--- src/rtl/ocyrus_pkg.sv ---
package ocyrus_pkg;

	// bit_clock cycles per word, also the lane word width
	localparam int BIT_DEPTH = 8;

	// word strobes counted after reset before locked rises
	localparam int LOCK_STROBES = 4;

	typedef logic [BIT_DEPTH-1:0] word_t; // one lane word, sent msb first
	typedef logic [2:0] bit_index_t; // bit position within a word period
	typedef logic [2:0] lock_count_t; // strobes seen while settling

	// lock sequence, stands in for pll lock plus strobe alignment
	typedef enum logic [1:0] {
		LOCK_RESET  = 2'd0, // waiting for first strobe
		LOCK_SETTLE = 2'd1, // counting strobes
		LOCK_DONE   = 2'd2  // locked until next reset
	} lock_state_t;

	// sent on every lane when no group is waiting (k28.5 style comma byte)
	localparam word_t IDLE_WORD = 8'hBC;

endpackage

--- src/rtl/ocyrus_output_stage.sv ---
module ocyrus_output_stage #(
	parameter int                   NUM_LANES   = 4,
	parameter logic [NUM_LANES-1:0] LANE_INVERT = 4'b0101 // lanes with swapped p/n
) (
	input  logic                 bit_clock,
	input  logic                 reset,
	input  logic [NUM_LANES-1:0] lane_bits,
	input  logic                 word_start,
	output logic [NUM_LANES-1:0] data_out,
	output logic                 word_frame // high with the msb of each word
);

	logic active; // a word has gone out since reset

	// hold the pins low until the first word, so inverted lanes
	// do not show the empty shift registers as ones
	always_ff @(posedge bit_clock) begin
		if (reset) begin
			active     <= 1'b0;
			word_frame <= 1'b0;
			data_out   <= '0;
		end else begin
			active     <= active | word_start;
			word_frame <= word_start; // lines up with the msb below
			if (active | word_start) begin
				data_out <= lane_bits ^ LANE_INVERT;
			end else begin
				data_out <= '0;
			end
		end
	end

endmodule

--- src/rtl/ocyrus_serializer_bank.sv ---
module ocyrus_serializer_bank #(
	parameter int NUM_LANES = 4
) (
	input  logic                              bit_clock,
	input  logic                              reset,
	input  logic                              bit_strobe,
	input  logic                              locked,
	input  logic                              held_valid,
	input  ocyrus_pkg::word_t [NUM_LANES-1:0] held_words,
	output logic                              take, // pops the buffer, loads the lanes
	output logic [NUM_LANES-1:0]              lane_bits, // msb of each shift register
	output logic                              word_start // first bit cycle after a load
);

	// locked is registered, so the strobe that raises it is not a take
	assign take = bit_strobe & locked;

	always_ff @(posedge bit_clock) begin
		if (reset) begin
			word_start <= 1'b0;
		end else begin
			word_start <= take;
		end
	end

	for (genvar lane = 0; lane < NUM_LANES; lane++) begin : g_lane
		ocyrus_pkg::word_t shift_reg;
		ocyrus_pkg::word_t next_word; // what this lane loads on a take

		assign next_word = held_valid ? held_words[lane] : ocyrus_pkg::IDLE_WORD;

		always_ff @(posedge bit_clock) begin
			if (reset) begin
				shift_reg <= '0; // quiet line until the first take
			end else if (take) begin
				shift_reg <= next_word;
			end else begin
				shift_reg <= {shift_reg[ocyrus_pkg::BIT_DEPTH-2:0], 1'b0}; // msb first
			end
		end

		assign lane_bits[lane] = shift_reg[ocyrus_pkg::BIT_DEPTH-1];
	end

endmodule

--- src/rtl/ocyrus_strobe_gen.sv ---
module ocyrus_strobe_gen (
	input  logic bit_clock,
	input  logic reset,
	output logic bit_strobe, // last bit cycle of each word period
	output logic locked
);

	ocyrus_pkg::bit_index_t bit_count; // position within the word period
	ocyrus_pkg::lock_count_t lock_count; // strobes counted so far
	ocyrus_pkg::lock_state_t lock_state;

	assign bit_strobe = (bit_count == ocyrus_pkg::bit_index_t'(ocyrus_pkg::BIT_DEPTH - 1));
	assign locked = (lock_state == ocyrus_pkg::LOCK_DONE);

	// divide bit_clock by BIT_DEPTH, zero in the first cycle out of reset
	always_ff @(posedge bit_clock) begin
		if (reset) begin
			bit_count <= '0;
		end else if (bit_strobe) begin
			bit_count <= '0; // wrap
		end else begin
			bit_count <= bit_count + 1'b1;
		end
	end

	// lock rises on the edge of the LOCK_STROBES-th strobe
	always_ff @(posedge bit_clock) begin
		if (reset) begin
			lock_state <= ocyrus_pkg::LOCK_RESET;
			lock_count <= '0;
		end else begin
			case (lock_state)
				ocyrus_pkg::LOCK_RESET: begin
					if (bit_strobe) begin
						lock_state <= ocyrus_pkg::LOCK_SETTLE;
						lock_count <= ocyrus_pkg::lock_count_t'(1); // first strobe counts
					end
				end
				ocyrus_pkg::LOCK_SETTLE: begin
					if (bit_strobe) begin
						if (lock_count == ocyrus_pkg::lock_count_t'(ocyrus_pkg::LOCK_STROBES - 1)) begin
							lock_state <= ocyrus_pkg::LOCK_DONE;
						end else begin
							lock_count <= lock_count + 1'b1;
						end
					end
				end
				ocyrus_pkg::LOCK_DONE: begin
					lock_state <= ocyrus_pkg::LOCK_DONE; // sticky until reset
				end
				default: begin
					lock_state <= ocyrus_pkg::LOCK_RESET;
				end
			endcase
		end
	end

endmodule

--- src/rtl/ocyrus_tx.sv ---
module ocyrus_tx #(
	parameter int                   NUM_LANES   = 4,
	parameter logic [NUM_LANES-1:0] LANE_INVERT = 4'b0101
) (
	input  logic                              bit_clock,
	input  logic                              reset,
	input  logic                              in_valid,
	input  ocyrus_pkg::word_t [NUM_LANES-1:0] in_words, // lane 0 lowest
	output logic                              in_ready,
	output logic [NUM_LANES-1:0]              data_out,
	output logic                              word_frame,
	output logic                              locked
);

	logic                              take; // bank pops the buffer
	logic                              held_valid;
	ocyrus_pkg::word_t [NUM_LANES-1:0] held_words;
	logic                              bit_strobe;
	logic [NUM_LANES-1:0]              lane_bits;
	logic                              word_start;

	ocyrus_word_buffer #(
		.NUM_LANES(NUM_LANES)
	) i_word_buffer (
		.bit_clock  (bit_clock),
		.reset      (reset),
		.in_valid   (in_valid),
		.take       (take),
		.in_words   (in_words),
		.in_ready   (in_ready),
		.held_valid (held_valid),
		.held_words (held_words)
	);

	ocyrus_strobe_gen i_strobe_gen (
		.bit_clock  (bit_clock),
		.reset      (reset),
		.bit_strobe (bit_strobe),
		.locked     (locked)
	);

	ocyrus_serializer_bank #(
		.NUM_LANES(NUM_LANES)
	) i_serializer_bank (
		.bit_clock  (bit_clock),
		.reset      (reset),
		.bit_strobe (bit_strobe),
		.locked     (locked),
		.held_valid (held_valid),
		.held_words (held_words),
		.take       (take),
		.lane_bits  (lane_bits),
		.word_start (word_start)
	);

	ocyrus_output_stage #(
		.NUM_LANES   (NUM_LANES),
		.LANE_INVERT (LANE_INVERT)
	) i_output_stage (
		.bit_clock  (bit_clock),
		.reset      (reset),
		.lane_bits  (lane_bits),
		.word_start (word_start),
		.data_out   (data_out),
		.word_frame (word_frame)
	);

endmodule

--- src/rtl/ocyrus_word_buffer.sv ---
module ocyrus_word_buffer #(
	parameter int NUM_LANES = 4
) (
	input  logic                                   bit_clock,
	input  logic                                   reset,
	input  logic                                   in_valid,
	input  logic                                   take, // pop pulse from the bank
	input  ocyrus_pkg::word_t [NUM_LANES-1:0]      in_words, // lane 0 lowest
	output logic                                   in_ready,
	output logic                                   held_valid,
	output ocyrus_pkg::word_t [NUM_LANES-1:0]      held_words
);

	logic full; // a group is waiting for the next take
	logic accept; // transfer on this edge

	// free slot, or the slot empties on this same edge
	assign in_ready = ~full | take;
	assign accept = in_valid & in_ready;
	assign held_valid = full;

	always_ff @(posedge bit_clock) begin
		if (reset) begin
			full <= 1'b0;
		end else if (accept) begin
			full <= 1'b1; // new group replaces the one being popped
		end else if (take) begin
			full <= 1'b0; // popped with nothing behind it
		end
	end

	// payload only moves on accept, so a held group stays put until popped
	always_ff @(posedge bit_clock) begin
		if (accept) begin
			held_words <= in_words;
		end
	end

endmodule

--- config.mk ---
export PLATFORM = sky130hd
export DESIGN_NAME = ocyrus_tx
export DESIGN_NICKNAME = d
export VERILOG_FILES = /design/src/rtl/ocyrus_pkg.sv /design/src/rtl/ocyrus_output_stage.sv /design/src/rtl/ocyrus_serializer_bank.sv /design/src/rtl/ocyrus_strobe_gen.sv /design/src/rtl/ocyrus_tx.sv /design/src/rtl/ocyrus_word_buffer.sv
export SDC_FILE = /design/constraint.sdc
export NUM_CORES = 1
export LEC_CHECK = 0
export ABC_AREA = 1
export BUFFER_PORTS_ARGS = -buffer_cell sky130_fd_sc_hd__buf_2
export CAP_MARGIN = 20
export CORE_MARGIN = 4
export CORE_UTILIZATION = 44
export DETAILED_ROUTE_END_ITERATION = 10
export GPL_ROUTABILITY_DRIVEN = 0
export PLACE_DENSITY_LB_ADDON = 0.05
export REMOVE_ABC_BUFFERS = 1
export SYNTH_ARGS = -nofsm -noshare
export SYNTH_HDL_FRONTEND = slang
export SYNTH_HIERARCHICAL = 1
export SYNTH_SLANG_ARGS = --single-unit
export TNS_END_PERCENT = 50
--- constraint.sdc ---
create_clock -name bit_clock -period 3.9 [get_ports bit_clock]
set_input_delay 0.585 -clock bit_clock [delete_from_list [all_inputs] [get_ports bit_clock]]
set_output_delay 0.585 -clock bit_clock [all_outputs]
set_load 0.05 [all_outputs]
==> run_results.csv <==
group,metric,value,unit
floorplan,die_area,8653,um2
cts,insertion_delay,0.33,ns
power,seqPwrFrac,53.5,%
power,internal_power,1.313,mW
sta,period_utilisation_layout,56.51,%
cells_and_area,final_layout_size_suffix_gt1_share,17.07,%
cts,root_cell_of_the_clock_tree,"sky130_fd_sc_hd__clkbuf_8",
floorplan,ios,42,
grt,grt_usage,11.85,%
floorplan,num_rows,30,
place,buffer_ports.inserted,41,
routing,drt-total-wl,4680,um
synthesis,muxShareOfSynthArea,0,%
synthesis,simple_gate_fraction_of_synth_area,22.38,%
power,power.share.clock,35.0,%
critical_path,worstPathArrival,1.62,ns
place,detailedPlacementHpwl,2901,um
synthesis,synth.top_cell.area_share,30.21,%
place,dpl.cell_count,490,
power,p_comb_share,11.6,%
routing,detailedRoute.firstPassIterationCount,4,
cts,maximum_clock_path_buffer_count,2,
power,cellPowerDensity,471.7,nW/um2
critical_path,kind_of_start_point_of_the_critical_path,"register",
synthesis,ys_types,20,
floorplan,initial_core_utilization,46.05,%
synthesis,synth_compound_gate_area_share,0.7474,%
sta,hold_violations,0,
critical_path,cp_slowest_cell,"sky130_fd_sc_hd__dfxtp_1",
routing,route.detailed.wl_per_inst,9.249,um
sta,timing.slew.headroom,30.43,%
worst_hold_path,hold_depth,1,
critical_path,timing.critical_path.cells,"ha_1 > ha_1 > nand2_2 > inv_1 > inv_2 > nand2_2 > buf_2",
synthesis,yosysMostFrequentCell,"sky130_fd_sc_hd__nand2_1",
place,dpl_cell_area,3420,um2
worst_hold_path,hold_class,"register to register",
cells_and_area,post_layout_nonfiller_instances,506,
critical_path,critPathLaunch,"i_strobe_gen/bit_count[0]$_SDFF_PP0_",
cts,cts.sinks,80,
outcome,status,"finished clean",
synthesis,synth-adder-area-share,2.754,%
grt,global_route.overflow_total,0,
routing,detailedRoute.firstIterationViolations,88,
synthesis,ys_async_sr_fraction,0,%
synthesis,synth_top_cell_by_area,"sky130_fd_sc_hd__dfxtp_1",
routing,drc,0,
synthesis,synth.area.top_cells,"sky130_fd_sc_hd__dfxtp_1 (30%), sky130_fd_sc_hd__edfxtp_1 (30%), sky130_fd_sc_hd__nand2_1 (12%), sky130_fd_sc_hd__inv_1 (8.5%), sky130_fd_sc_hd__nor2_1 (8.5%)",
cts,cts_resized,0,
sta,tightestPinTransition,1.041,ns
cts,h-tree-depth,3,
sta,fmax,453.8,MHz
sta,total_negative_slack_for_setup_checks,0,ns
critical_path,timing.critical_path.to,"in_ready",
sta,clock_skew,0.006498,ns
cells_and_area,antenna_cells_inserted,0,
critical_path,critPathRequiredTime,3.31,ns
synthesis,synth_common_cells,"sky130_fd_sc_hd__nand2_1 (98), sky130_fd_sc_hd__inv_1 (72), sky130_fd_sc_hd__nor2_1 (72)",
floorplan,die_height,93.02,um
power,power.share.switching,23.21,%
sta,finalWorstPathRequiredPeriod,2.204,ns
floorplan,floorplan.die.width,93.02,um
grt,antenna_found_initial,0,
critical_path,r2r.worst_path.cells,6,
cts,cts_tree,"yes",
critical_path,path_max_fanout,5,
cts,cts.repair_timing.setup_buffer_count,0,
cells_and_area,finalCoreUtilization,52.48,%
synthesis,synth-seq-area-share,60.42,%
critical_path,ff2ff_setup_slack,1.74,ns
critical_path,timing_worst_setup_path_type,"register to output port",
synthesis,synth-edff-count,32,
cells_and_area,num-fill-cells,681,
cells_and_area,layout-area-overhead-vs-synth,13.97,%
cts,count_of_hold_buffers_inserted_by_post_cts_repair,0,
synthesis,parity_gate_share_of_the_synthesized_area_counting_xor_and_xnor_cells,0,%
power,ir_drop,0.2563,mV
synthesis,synthesis.yosys.warnings,6,
critical_path,r2r-end,"i_word_buffer/held_words[26]$_DFFE_PP_",
synthesis,avgSynthCellArea,8.666,um2
routing,ant_nets,0,
critical_path,max_stage_delay,0.34,ns
synthesis,syn_inst,367,
grt,via_count_of_the_first_global_routing_pass,1795,
cts,cts-buffers-inserted,9,
synthesis,synth_top_family_by_area,"simple AND/OR/NAND/NOR gates",
sta,number_of_max_slew_violations_in_the_final_report,0,
routing,dr_total_vias,2062,
grt,grt_max_degree,58,
cts,cts.clk_slew.worst_paths,0.07,ns
critical_path,cpLargestDelayFamily,"adder cells",
grt,wire_length_of_the_first_global_routing_pass,7907,um
routing,via_per_inst,4.075,
synthesis,post_synth_instance_area,3181,um2
synthesis,synth_flop_cell,"sky130_fd_sc_hd__dfxtp_1",
critical_path,cp-end-kind,"output port",
floorplan,coreArea,6907,um2
power,net-switching-power,396.9,uW
run,max-cap-violations,0,
power,p_leak,1.821,nW
critical_path,worst-path-buf-inv,3,
critical_path,regToRegStartpoint,"i_strobe_gen/bit_count[0]$_SDFF_PP0_",
synthesis,ys_seq_elements,80,
cells_and_area,design_area,3625,um2
sta,rsz0062_at_grt,"no",
sta,setup_viol_count_final,0,
cells_and_area,finish.net_count,447,
critical_path,cp_num_cells,7,
cell usage in the layout (no fill, tap or decap), drive strengths merged:
| cell | count |
|---|---|
| clkbuf | 15 |
| nor2 | 73 |
| a21oi | 4 |
| nand2 | 99 |
| inv | 76 |
| nand3 | 5 |
| clkinvlp | 1 |
| nand4 | 1 |
| ha | 7 |
| edfxtp | 32 |
| bufinv | 2 |
| buf | 43 |
| dfxtp | 48 |
| nor3 | 4 |
power groups by stage:
stage                     registers, mW  logic, mW  clock network (mW)
final                             0.914      0.198               0.598
after global routing              0.917      0.222               0.665
after CTS                         0.914      0.201               0.622
after detailed placement          0.934      0.200                   0
after global placement            0.933      0.198                   0
after floorplan                   0.936      0.146                   0
worst min-delay path by stage:
stage	endpoint	from
2_1_floorplan	i_output_stage/data_out[2]$_SDFF_PP0_	i_serializer_bank/g_lane[2].shift_reg[7]$_SDFF_PP0_
3_3_place_gp	i_output_stage/data_out[2]$_SDFF_PP0_	i_serializer_bank/g_lane[2].shift_reg[7]$_SDFF_PP0_
3_5_place_dp	i_output_stage/data_out[2]$_SDFF_PP0_	i_serializer_bank/g_lane[2].shift_reg[7]$_SDFF_PP0_
4_1_cts	i_output_stage/data_out[2]$_SDFF_PP0_	i_serializer_bank/g_lane[2].shift_reg[7]$_SDFF_PP0_
5_1_grt	i_word_buffer/held_words[16]$_DFFE_PP_	in_words[16]
6_report	i_output_stage/data_out[2]$_SDFF_PP0_	i_serializer_bank/g_lane[2].shift_reg[7]$_SDFF_PP0_
logic make-up (layout without fill, tap and decap cells):
family                     Yosys count  count (layout)
and+or+nand+nor                    182             182
DFF                                 80              80
adders and majority gates            7               7
buffers and inverters               94             137
AOI/OAI and AO/OA                    4               4
layout make-up:
cell class,instances,area (um2),share of cell area [%]
clock inverters,1,7.507,0.2071
well taps,96,120.1,3.314
flip-flops and latches,80,1922,53.02
repair buffers,43,220.2,6.075
multi-input cells,193,837.1,23.09
clock buffers,15,197.7,5.454
inverters,78,320.3,8.837
metal layers:
| metal | GRT usage (%) | wire length (um) |
|---|---|---|
| met2 | 18.90 | 2131 |
| met3 | 3.298 | 232 |
| met5 | 0 | 0 |
| met1 | 14.79 | 2255 |
| met4 | 5.861 | 61 |
through the flow:
stage,hold WS [ns],setup WS (ns),power (mW)
floorplan,0.3732,-0.2367,1.082
global placement,0.3810,1.754,1.131
detailed placement,0.3785,1.714,1.134
CTS,0.3896,1.669,1.737
global route,0.3926,1.579,1.804
finish,0.3865,1.696,1.710
Power figures use the tool's default switching activity.
